`src/soc_pkg.sv`:
```
package soc_pkg;

  // basic bus widths
  localparam int unsigned ADDR_W     = 32;
  localparam int unsigned DATA_W     = 32;
  localparam int unsigned BE_W       = DATA_W / 8;
  localparam int unsigned CSEL_W     = 4;
  localparam int unsigned WORD_ADR_W = 9;
  // byte address bit where the word offset starts
  localparam int unsigned WORD_LSB   = 2;

  typedef logic [ADDR_W-1:0]     addr_t;
  typedef logic [DATA_W-1:0]     data_t;
  typedef logic [BE_W-1:0]       be_t;
  typedef logic [CSEL_W-1:0]     csel_t;
  typedef logic [WORD_ADR_W-1:0] word_adr_t;

  // onboard memory map
  localparam int unsigned NUM_BANKS   = 4;
  localparam int unsigned BANK_WORDS  = 512;
  localparam addr_t       BANK_BASE   = 32'h0080_0000;
  localparam addr_t       BANK_STRIDE = 32'h0000_0800;
  // total bytes covered by all banks
  localparam addr_t       MAP_SPAN    = addr_t'(NUM_BANKS) * BANK_STRIDE;

  // chipselect for addresses outside every bank
  localparam csel_t       CSEL_NONE   = '0;

  // master request, held until ack
  typedef struct packed {
    logic  cyc;
    logic  we;
    addr_t adr;
    data_t wdat;
    be_t   be;
  } bus_req_t;

  // answer back to the master
  typedef struct packed {
    logic  ack;
    logic  err;
    data_t rdat;
  } bus_rsp_t;

  // single bank answer
  typedef struct packed {
    logic  ack;
    data_t rdat;
  } bank_rsp_t;

endpackage
```
`src/addr_decoder.sv`:
```
`timescale 1ns/1ps

module addr_decoder import soc_pkg::*; (
  input  bus_req_t               req_i,
  output csel_t                  csel_o,
  output logic [NUM_BANKS-1:0]   bank_sel_o,
  output word_adr_t              word_adr_o
);

  // byte offset relative to bank 0
  addr_t offset;
  logic  in_map;
  logic [NUM_BANKS-1:0] window_sel;

  assign offset = req_i.adr - BANK_BASE;

  // below the base the subtraction wraps, so check both ends
  assign in_map = (req_i.adr >= BANK_BASE) && (offset < MAP_SPAN);

  // chipselect 1..NUM_BANKS names bank 0..NUM_BANKS-1
  always_comb begin
    csel_o = CSEL_NONE;
    if (in_map) begin
      csel_o = csel_t'(offset / BANK_STRIDE) + csel_t'(1);
    end
  end

  // one-hot bank strobe, only while the master drives cyc
  always_comb begin
    bank_sel_o = '0;
    for (int i = 0; i < NUM_BANKS; i++) begin
      bank_sel_o[i] = req_i.cyc && (csel_o == csel_t'(i + 1));
    end
  end

  // word offset inside a bank, same for every bank
  assign word_adr_o = req_i.adr[WORD_LSB +: WORD_ADR_W];

  // strobe expected from the plain bank address windows
  always_comb begin
    for (int i = 0; i < NUM_BANKS; i++) begin
      window_sel[i] = req_i.cyc &&
                      (req_i.adr >= BANK_BASE + addr_t'(i) * BANK_STRIDE) &&
                      (req_i.adr <  BANK_BASE + addr_t'(i + 1) * BANK_STRIDE);
    end
  end

  // strobes match the bank windows, never two at once
  always_comb begin
    assert final ($onehot0(bank_sel_o) && (bank_sel_o == window_sel))
      else $error("addr_decoder: bank select wrong for address %h", req_i.adr);
  end

endmodule

```
`config.mk`:
```
export PLATFORM = sky130hd
export DESIGN_NAME = addr_decoder
export DESIGN_NICKNAME = d
export VERILOG_FILES = /design/src/soc_pkg.sv /design/src/addr_decoder.sv
export SDC_FILE = /design/constraint.sdc
export NUM_CORES = 1
export LEC_CHECK = 0
export BUFFER_PORTS_ARGS = -buffer_cell sky130_fd_sc_hd__buf_4
export CAP_MARGIN = 20
export CORE_MARGIN = 8
export CORE_UTILIZATION = 26
export DETAILED_ROUTE_END_ITERATION = 16
export GPL_ROUTABILITY_DRIVEN = 0
export MAX_ROUTING_LAYER = met4
export PLACE_DENSITY = 0.84
export SLEW_MARGIN = 10
export SYNTH_ARGS = -nofsm -noshare
export SYNTH_HDL_FRONTEND = slang
export SYNTH_SLANG_ARGS = --single-unit
```
`constraint.sdc`:
```
create_clock -name vclk -period 2.1
set_input_delay 0.315 -clock vclk [all_inputs]
set_output_delay 0.315 -clock vclk [all_outputs]
set_load 0.01 [all_outputs]
```
# After elaboration in Yosys (flattened, before gate mapping)
# Index checks and enable logic that the tools add are counted.
# totals
wordCells,14
reg_bits,0
output_inout_bits,17
input_bits,70
# classes
magnitude_cmp,2
eq_ne,4
mux,1
reduce_logical,5
addsub,2
# op_table
operator,n
$ge 32x24->1 const B,1
$lt 32x14->1 const B,1
$sub 32x24->32 const B,1
$eq 4x2->1 const B,2
$logic_and 1x1->1,5
$add 4x1->4 const B,1
$eq 4x1->1 const B,1
$eq 4x3->1 const B,1
$mux 4,1

# Longest topological paths before layout
# logic_depth
ltp_word,6
ltp_mapped,6
mapped_depth_nobuf,6

# Worst setup path before layout
# No wires, ideal clock.
# synth_timing
path_kind,input-to-output
startpoint,in req_i[57] in the netlist's numbering
endpoint,out bank_sel_o[2]
t_arrival_ps,1710
cell_stages,4
t_required_ps,1785
path_slack_ps,75
cell_sequence,or4_4 -> nor4_4 -> nand4_4 -> nor4b_2
# synth_between
elab_chain_len,6
# synth_rtl
item,line,text
from (decl),addr_decoder.sv:4,"input bus_req_t req_i,"
$sub 32x24->32,addr_decoder.sv:15,assign offset = req_i.adr - BANK_BASE;
$lt 32x14->1,addr_decoder.sv:18,assign in_map = (req_i.adr >= BANK_BASE) && (offset < MAP_SPAN);
$logic_and 1x1->1 (*),addr_decoder.sv:18,
$mux 4 (*),addr_decoder.sv:23,if (in_map) begin
$eq 4x2->1 (*),addr_decoder.sv:32,bank_sel_o[i] = req_i.cyc && (csel_o == csel_t'(i + 1));
$logic_and 1x1->1 (*),addr_decoder.sv:32,
to (decl),addr_decoder.sv:6,"output logic [NUM_BANKS-1:0] bank_sel_o,"
# Every way passes the cells marked *; elsewhere a longest branch is shown, timed or not.

# Worst setup path in the final report
# layout_timing
startpoint,in req_i[55] in the netlist's numbering
endpoint,out bank_sel_o[2]
# Same word-level chain as after synthesis.

==> flow_summary.toml <==
[status]
run_status = "finished with violations"
failing_checks = "negative setup slack"

[power]
finalPower_mw = 0.0912
leakage_nw = 0.275
ir_worst_vdd_uv = 61.5
power_density_mw_per_mm2 = 142

[route]
wl_per_cell_microns = 13.0
detailedRoute.firstPassIterationCount = 4
wl_microns = 1220
vias_cell = 4.91
vias = 462
detailedRoute.firstIterationViolations = 3
number_of_nets_with_antenna_violations_after_detailed_routing = 0
drc_errors = 0

[setup_path]
timing.critical_path.slowest_stage_cell = "sky130_fd_sc_hd__or4_4"
max_stage_delay_ps = 530
critPathArrivalTime_ps = 1880
path_cells = "buf_6 -> or4_4 -> nor4_4 -> nand4_4 -> nor4b_2 -> buf_4"
critPathLaunchType = "primary input"
worst-endpoint-required_ps = 1780
endpoint_kind = "output port"
maximum_fanout_count_along_the_critical_path = 7
timing.setup.critical_path_class = "in2out"

[floorplanning]
fp.coreArea_sq_mm = 0.00152
die-area_sq_mm = 0.00322
initial_core_utilization_pct = 28.3
design.portCount = 87
chipHeight_microns = 56.7
core.rowCount = 14
die_width_microns = 56.7

[layout]
final-instance-count-excl-fill = 94
nFlopsAndLatches = 0
fin_nets = 153
area.growth.synth_to_final_pct = 49.0
n_antenna_cell = 0
fillCellCount = 166
final.clkbuf_count = 0
layout.area.seq_sq_um = 0
utilization_pct = 42.2
layout-drive-gt1-share_pct = 55.1

[yosys]
post_synth_top_area_cell = "sky130_fd_sc_hd__buf_4"
synth_compound_area_share_pct = 16.2
synthesis.area_per_instance_sq_um = 7.99
yosys_warnings = 0
mappedNetlistArea_sq_um = 432
portion_of_netlist_area_occupied_by_mux_cells_pct = 0
synth_xor_xnor_area_share_pct = 6.09
post_synth_main_area_contributors = "sky130_fd_sc_hd__buf_4 (17%), sky130_fd_sc_hd__ha_1 (8.7%), sky130_fd_sc_hd__a2111oi_4 (6.4%), sky130_fd_sc_hd__nand3b_1 (5.2%), sky130_fd_sc_hd__nand4_4 (4.9%)"
synth.distinct_cells = 28
ys_seq_area_share_pct = 0
synth_simple_gate_area_share_pct = 47.2
syn-num-nets = 127
main_combinational_cell_family_by_area_after_synthesis = "simple AND/OR/NAND/NOR gates"
synthesis.instances = 54
netlist.area_leader.share_pct = 17.4
yosys.area_share.adder_pct = 8.70

[placement]
dp_hpwl_microns = 1080
port_buffers = 29
place.detailed.instances = 94
dpl_worst_slack_ps = -172

[timing]
final.period_utilization_pct = 105
rsz0062_at_grt = "true"
final_hold_viol_count = 0
final_worst_path_setup_slack_ps = -95.3
fin_tns_setup_ps = -411
timing.final.max_slew_violations = 0
achievable-frequency_ghz = 0.456
setup_violations = 7
period_minus_slack_ps = 2200

[global_routing]
grtUsageTotal_pct = 7.34
grt_first_pass_wirelength_microns = 2080
grt_overflow = 0
grt_max_degree = 8
antenna_found_initial = 0
grt_pass1_vias = 502

[clock_tree]
post_cts.repair.setup_buffers = 0

[flow_run]
max_cap_viol_count = 0

[worst_hold_path]
hold_path.class = "in2out"
cell type report:
class	instances	area (sq um)	area share, %
multi-input combinational	40	345	53.7
timing repair buffer	34	263	40.9
inverter	4	15.0	2.33
tap	16	20.0	3.11
logic make-up after synthesis:
kind of cell	count (synthesis)
xor gates and xnor gates	3
adders and majority gates	3
AOI/OAI and AO/OA	7
and+or+nand+nor	26
buffers and inverters	14
other	1
per-layer routing:
layer | GRT usage [%] | wire length (microns) | up-vias | share of wire (%)
met2 | 12.2 | 584 | 19 | 48
met3 | 1.57 | 90 | 0 | 7.4
met1 | 8.90 | 547 | 206 | 45
li1 | - | - | 237 | -
met4 | 1.34 | 0 | 0 | 0
met5 | - | 0 | - | 0
where the power goes:
part,internal [mW],switching [mW]
registers,0,0
logic,0.0505,0.0407
clock network,0,0
total,0.0505,0.0407
worst paths after layout:
path | start | endpoint | slack [ps] | depth (start not counted)
setup / recovery | req_i[55] | bank_sel_o[2] | -100 | 6
hold / removal | req_i[39] | word_adr_o[1] | 630 | 0
cells in the final DEF, fill, tap and decap left out, types with 2 or more instances in the layout:
master,count
sky130_fd_sc_hd__nor3_1,3
sky130_fd_sc_hd__nor2_1,4
sky130_fd_sc_hd__nor3b_1,2
sky130_fd_sc_hd__ha_1,3
sky130_fd_sc_hd__o21ai_0,2
sky130_fd_sc_hd__buf_4,32
sky130_fd_sc_hd__nand2_1,2
sky130_fd_sc_hd__buf_6,2
sky130_fd_sc_hd__nand3b_1,3
sky130_fd_sc_hd__xnor2_1,2
sky130_fd_sc_hd__nor4_1,2
sky130_fd_sc_hd__inv_1,4
synth_stat cells, types with 2 or more instances:
library cell	instances
sky130_fd_sc_hd__nor3b_1	2
sky130_fd_sc_hd__nor4_1	2
sky130_fd_sc_hd__nor2_1	4
sky130_fd_sc_hd__xnor2_1	2
sky130_fd_sc_hd__buf_4	10
sky130_fd_sc_hd__nor3_1	3
sky130_fd_sc_hd__ha_1	3
sky130_fd_sc_hd__nand2_1	2
sky130_fd_sc_hd__nand3b_1	3
sky130_fd_sc_hd__o21ai_0	2
sky130_fd_sc_hd__inv_1	4
repair_timing:
item,4_1_cts,5_1_grt
endpoints found under the setup margin,7,7
gates resized for setup,2,1
endpoints found under the hold margin,0,0
pin swaps,6,0
hold buffers,0,0
through the flow:
| stage | hold WS (ps) | cell area, sq um |
|---|---|---|
| 6_report | 630 | 643 |
| 3_5_place_dp | 630 | 632 |
| 3_3_place_gp | 630 | 632 |
| 2_1_floorplan | 684 | 432 |
| 5_1_grt | 630 | 643 |
| 4_1_cts | 630 | 639 |
critical path: cells and delay by family:
kind	cells	cell delay, ps
AND/OR/NAND/NOR	4	1310
buffers and inverters	2	250
(Power assumes the default switching activity.)
