===== src/soc_pkg.sv =====
package soc_pkg;

  // basic bus widths
  localparam int unsigned ADDR_W     = 32;
  localparam int unsigned DATA_W     = 32;
  localparam int unsigned BE_W       = DATA_W / 8;
  localparam int unsigned CSEL_W     = 4;
  localparam int unsigned WORD_ADR_W = 9;
  // byte address bit where the word offset starts
  localparam int unsigned WORD_LSB   = 2;

  typedef logic [ADDR_W-1:0]     addr_t;
  typedef logic [DATA_W-1:0]     data_t;
  typedef logic [BE_W-1:0]       be_t;
  typedef logic [CSEL_W-1:0]     csel_t;
  typedef logic [WORD_ADR_W-1:0] word_adr_t;

  // onboard memory map
  localparam int unsigned NUM_BANKS   = 4;
  localparam int unsigned BANK_WORDS  = 512;
  localparam addr_t       BANK_BASE   = 32'h0080_0000;
  localparam addr_t       BANK_STRIDE = 32'h0000_0800;
  // total bytes covered by all banks
  localparam addr_t       MAP_SPAN    = addr_t'(NUM_BANKS) * BANK_STRIDE;

  // chipselect for addresses outside every bank
  localparam csel_t       CSEL_NONE   = '0;

  // master request, held until ack
  typedef struct packed {
    logic  cyc;
    logic  we;
    addr_t adr;
    data_t wdat;
    be_t   be;
  } bus_req_t;

  // answer back to the master
  typedef struct packed {
    logic  ack;
    logic  err;
    data_t rdat;
  } bus_rsp_t;

  // single bank answer
  typedef struct packed {
    logic  ack;
    data_t rdat;
  } bank_rsp_t;

endpackage

===== src/bus_return.sv =====
`timescale 1ns/1ps

module bus_return import soc_pkg::*; (
  input  logic       sysclock,
  input  logic       rst_n,
  input  bus_req_t   req_i,
  input  csel_t      csel_i,
  input  bank_rsp_t  bank_rsp_i [NUM_BANKS],
  output bus_rsp_t   rsp_o
);

  logic  bank_ack;
  data_t bank_rdat;
  logic  fault_req;
  logic  fault_ack_q;
  logic  fault_busy_q;

  // OR together the answer of the selected bank only
  always_comb begin
    bank_ack  = 1'b0;
    bank_rdat = '0;
    for (int i = 0; i < NUM_BANKS; i++) begin
      if (csel_i == csel_t'(i + 1)) begin
        bank_ack  = bank_ack | bank_rsp_i[i].ack;
        bank_rdat = bank_rdat | bank_rsp_i[i].rdat;
      end
    end
  end

  // unmapped access, answered here with an error
  assign fault_req = req_i.cyc && (csel_i == CSEL_NONE);

  always_ff @(posedge sysclock or negedge rst_n) begin
    if (!rst_n) begin
      fault_ack_q  <= 1'b0;
      fault_busy_q <= 1'b0;
    end else begin
      fault_ack_q  <= fault_req && !fault_ack_q && !fault_busy_q;
      // stays set while the master keeps cyc up after the ack
      fault_busy_q <= fault_req && (fault_ack_q || fault_busy_q);
    end
  end

  assign rsp_o.ack  = bank_ack | fault_ack_q;
  assign rsp_o.err  = fault_ack_q;
  // read data only on a mapped read ack
  assign rsp_o.rdat = (bank_ack && !req_i.we) ? bank_rdat : '0;

  // a mapped request never reports a fault
  assert property (@(posedge sysclock) disable iff (!rst_n)
                   (req_i.cyc && (csel_i != CSEL_NONE)) |-> !(rsp_o.ack && rsp_o.err))
    else $error("bus_return: err with mapped chipselect %0d", csel_i);

endmodule


===== config.mk =====
export PLATFORM = sky130hd
export DESIGN_NAME = bus_return
export DESIGN_NICKNAME = d
export VERILOG_FILES = /design/src/soc_pkg.sv /design/src/bus_return.sv
export SDC_FILE = /design/constraint.sdc
export NUM_CORES = 1
export LEC_CHECK = 0
export BUFFER_PORTS_ARGS = -buffer_cell sky130_fd_sc_hd__buf_4
export CAP_MARGIN = 20
export CORE_AREA = 3 3 93 95
export CTS_BUF_LIST = sky130_fd_sc_hd__clkbuf_4
export DETAILED_ROUTE_END_ITERATION = 12
export DIE_AREA = 0 0 96 98
export SLEW_MARGIN = 20
export SYNTH_ARGS = -nofsm -noshare
export SYNTH_HDL_FRONTEND = slang
export SYNTH_SLANG_ARGS = --single-unit

===== constraint.sdc =====
create_clock -name sysclock -period 2.7 [get_ports sysclock]
set_input_delay 0.27 -clock sysclock [delete_from_list [all_inputs] [get_ports sysclock]]
set_output_delay 0.27 -clock sysclock [all_outputs]
set_load 0.05 [all_outputs]

* After elaboration in Yosys (flattened, before gate mapping)
Cells that the tools add are included.
** Word-level totals
- Output and inout port bits :: 34
- Input bits :: 208
- Flip-flop bits (word level) :: 2
** Operators by class
- Reductions and logical operators :: 10
- Muxes and demuxes :: 9
- Equality and inequality tests :: 4
- Bitwise gates (word level) :: 7
** Operators with widths (count)
- 2-to-1 mux 32 bit :: 5
- bitwise OR 32 bit :: 3
- == test 4 x 2 -> 1 bit, second input constant :: 2
- logical AND 1 bit :: 5
- == test 4 x 1 -> 1 bit, second input constant :: 1
- == test 4 x 3 -> 1 bit, second input constant :: 1
- zero test 4 bit :: 1
- 2-to-1 mux 1 bit :: 4
- bitwise OR 1 bit :: 4
- zero test 1 bit :: 3
- logical OR 1 bit :: 1

* Depth between registers and ports, before layout
- Word-level depth :: 10
- Mapped depth :: 6
- Gate-level depth less buffers :: 3

* Worst setup path after synthesis
OpenSTA, ideal clock, no wires.
- Kind :: input-to-output
- Start point :: input csel_i[1]
- End point :: output rsp_o[0] (netlist name)
- Path buffers :: 2
- Setup slack :: 0.318 ns
- Stages on the path :: 5
- Arrival :: 2.112 ns
- Cells stage by stage :: buf_4 buf_2 and3b_1 o21ai_0 a221oi_1
** RTL lines
- start, declared :: line bus_return.sv:7 : input csel_t csel_i,
- end, declared :: line bus_return.sv:9 : output bus_rsp_t rsp_o

==> flow_summary_export.csv <==
group,metric,value,unit
sta,slew_headroom,64.5,%
grt,grt_use_met3,3.39,%
sta,holdWs,0.329,ns
synthesis,yosysTopAreaCell,"and3b_1",
sta,hold_viol_final,0,
grt,first_global_vias,2485,
power,power_frac_comb,79.7,%
setup_path,reg2reg_slack,2.01,ns
grt,grt_usage,15.1,%
synthesis,yosysSeqAreaShare,2.46,%
synthesis,synthCells,241,
synthesis,synth_area_leaders,"and3b_1, a221oi_2, mux2_2",
sta,worstMarginPinSlew,0.532,ns
sta,tns,0,ns
synthesis,syn_nets,449,
cts,cts_tree,"yes",
grt,use_met1,19.3,%
synthesis,synth_mux_area_share,18.3,%
min_path,worstHoldStart,"req_i[69]",
flow_run,maxCapViolCount,0,
synthesis,synth_top_family_by_area,"simple AND/OR/NAND/NOR gates",
cts,clk_latency,0.22,ns
synthesis,yosysUniqueCellTypes,21,
route,drtIter0Drc,64,
route,ant_nets,0,
grt,antenna_found_initial,0,
power,p_seq_share,6.6,%
place,dpl.hpwl,6050,µm
layout,finish.utilization,43.3,%
layout,nNetsFinal,605,
synthesis,ys.flop_type,"dfrtp_1",
route,via_count,2451,
floorplanning,rows,32,
floorplanning,die_h,98,µm
place,io_buffers,173,
cts,clk_path_buf_depth,2,
synthesis,syn_area_per_cell,8.43,µm²
status,status,"completed",
sta,period_share,74.5,%
sta,grt_setup_unrepaired,"false",
setup_path,r2r-start,"fault_ack_q",
sta,fin_ws,0.687,ns
power,p_clk_share,13.7,%
setup_path,crit_arrival,1.74,ns
setup_path,slowest_delay,0.33,ns
cts,cts_resized,0,
grt,grt-busiest-layer,"met2",
route,drc,0,
setup_path,r2r_end,"fault_ack_q",
grt,grt_overflow_total,0,
setup_path,critPathBufInv,3,
synthesis,synth-simple-area-share,37.3,%
grt,use_met2,27.0,%
setup_path,cp_common_cell,"buf_4",
sta,setup_viol,0,
min_path,whs_endpoint,"fault_busy_q",
sta,maxSlewViolCount,0,
setup_path,worst-path-max-fanout,35,
synthesis,ys_ff_latch,2,
layout,num_antenna_cells,0,
cts,hold_buffers,1,
power,p_leak,1.62,nW
setup_path,crit_slowest_cell,"buf_4",
synthesis,async_flop_share,100,%
sta,post-route-min-period,2.01,ns
layout,syn_to_final_growth,66.4,%
synthesis,synth_edf_count,0,
sta,clock_skew,0.00372,ns
setup_path,end_kind,"output pin",
synthesis,yosys.area_share.adder,0,%
synthesis,synthesis.area,2030,µm²
route,detailedRoute.firstPassIterationCount,4,
route,drt-total-wl,7650,µm
cts,clk_pin_slew_worst_paths,0.03,ns
grt,grt_max_degree,48,
floorplanning,io_pins,242,
power,intPower,0.000300,W
floorplanning,initial_core_util,26.0,%
place,dp_slack,0.681,ns
route,viasPerCell,4.93,
layout,fillers,803,
cts,clkSinkCount,2,
power,p_sw_share,35.8,%
grt,grt_pass1_wl,11800,µm
power,p_per_area,138,nW/µm²
setup_path,start_kind,"primary input",
place,gp_congestion,0.675,
setup_path,crit_chain,"buf_4 > buf_4 > and3b_1 > o21ai_0 > a221oi_1 > buf_4",
power,switching_power,0.000167,W
sta,fmax,0.497,GHz
route,drt-wirelength-per-cell,15.4,µm
layout,layout-drive-gt1-share,64.3,%
floorplanning,die_width,96,µm
min_path,holdPathStages,3,
synthesis,synthXorXnorAreaFrac,0,%
floorplanning,die_area,9410,µm²
cts,htreeDepth,1,
setup_path,worstSetupPathType,"in -> out",
synthesis,synth_compound_area_share,31.7,%
cts,cts_root_buf,"clkbuf_4",
min_path,hp-class,"in -> reg",
setup_path,cp.required,2.43,ns
setup_path,worstRegToRegCells,1,
cts,post_cts_buffers,0,
power,vdd_drop_max,210,µV
synthesis,yosysWarnings,0,
cts,cts_buffers,3,
setup_path,crit_family,"buffers and inverters",
floorplanning,design.core.area,7810,µm²
synthesis,synth.top_cell.area_share,28.5,%
[sequential cells by signal (all words and copies together), names as in the netlist]
| signal | cells |
|---|---|
| fault_ack_q | 1 |
| fault_busy_q | 1 |
[worst max path at each step]
stage | start | endpoint | cells past startpoint
after global routing | csel_i[2] | rsp_o[0] | 6
after global placement | csel_i[2] | rsp_o[0] | 6
after floorplan | csel_i[1] | rsp_o[0] | 5
after detailed placement | csel_i[2] | rsp_o[0] | 6
after CTS | csel_i[2] | rsp_o[0] | 6
final | csel_i[2] | rsp_o[0] | 6
[cells by family (layout without fill, tap and decap cells)]
| kind of cell | Yosys count | in the layout |
|---|---|---|
| and+or+nand+nor | 107 | 107 |
| muxes | 33 | 33 |
| buffers and inverters | 34 | 188 |
| AOI/OAI and AO/OA | 65 | 65 |
| DFF | 2 | 2 |
[power by group through the flow]
stage	clock network, W	logic, W	registers [W]
after floorplan	0	0.000190	0.0000310
after global placement	0	0.000370	0.0000310
after detailed placement	0	0.000374	0.0000310
after CTS	0.0000666	0.000376	0.0000307
after global routing	0.0000723	0.000407	0.0000307
final	0.0000641	0.000372	0.0000307
[Yosys cell counts, types with 2 or more instances]
cell,instances
mux2_2,33
clkbuf_1,10
a221oi_1,2
o21ai_0,12
and3b_1,66
nor2_1,3
buf_2,11
dfrtp_1,2
o21ai_1,20
nand2_1,32
buf_6,5
buf_4,7
a221oi_2,30
[cell type report]
class	count	area (µm²)	share of cell area, %
clock buffers	3	22.5	0.667
multi-input cells	205	1770	52.5
flip-flops and latches	2	50.0	1.48
well taps	102	128	3.78
repair buffers	185	1400	41.6
[metal layers]
layer | routed length [µm] | up-vias
met5 | 0 | -
met4 | 21 | 0
met3 | 776 | 2
met2 | 3730 | 103
met1 | 3120 | 1106
li1 | - | 1240
[placed cells by master, fill, tap and decap left out, types with 2 or more instances in the layout]
master,n
nand2_1,32
o21ai_1,20
dfrtp_1,2
and3b_1,66
clkbuf_4,3
a221oi_1,2
nor2_1,3
a221oi_2,30
buf_4,183
mux2_2,33
o21ai_0,12
[per-stage QoR]
stage | power [W] | area, µm² | std cells
finish | 0.000467 | 3380 | 497
floorplan | 0.000221 | 2030 | 241
CTS | 0.000473 | 3380 | 497
detailed placement | 0.000405 | 3350 | 493
global placement | 0.000401 | 3350 | 493
global route | 0.000510 | 3380 | 497
Note: power is estimated with default switching activity, not from simulation.
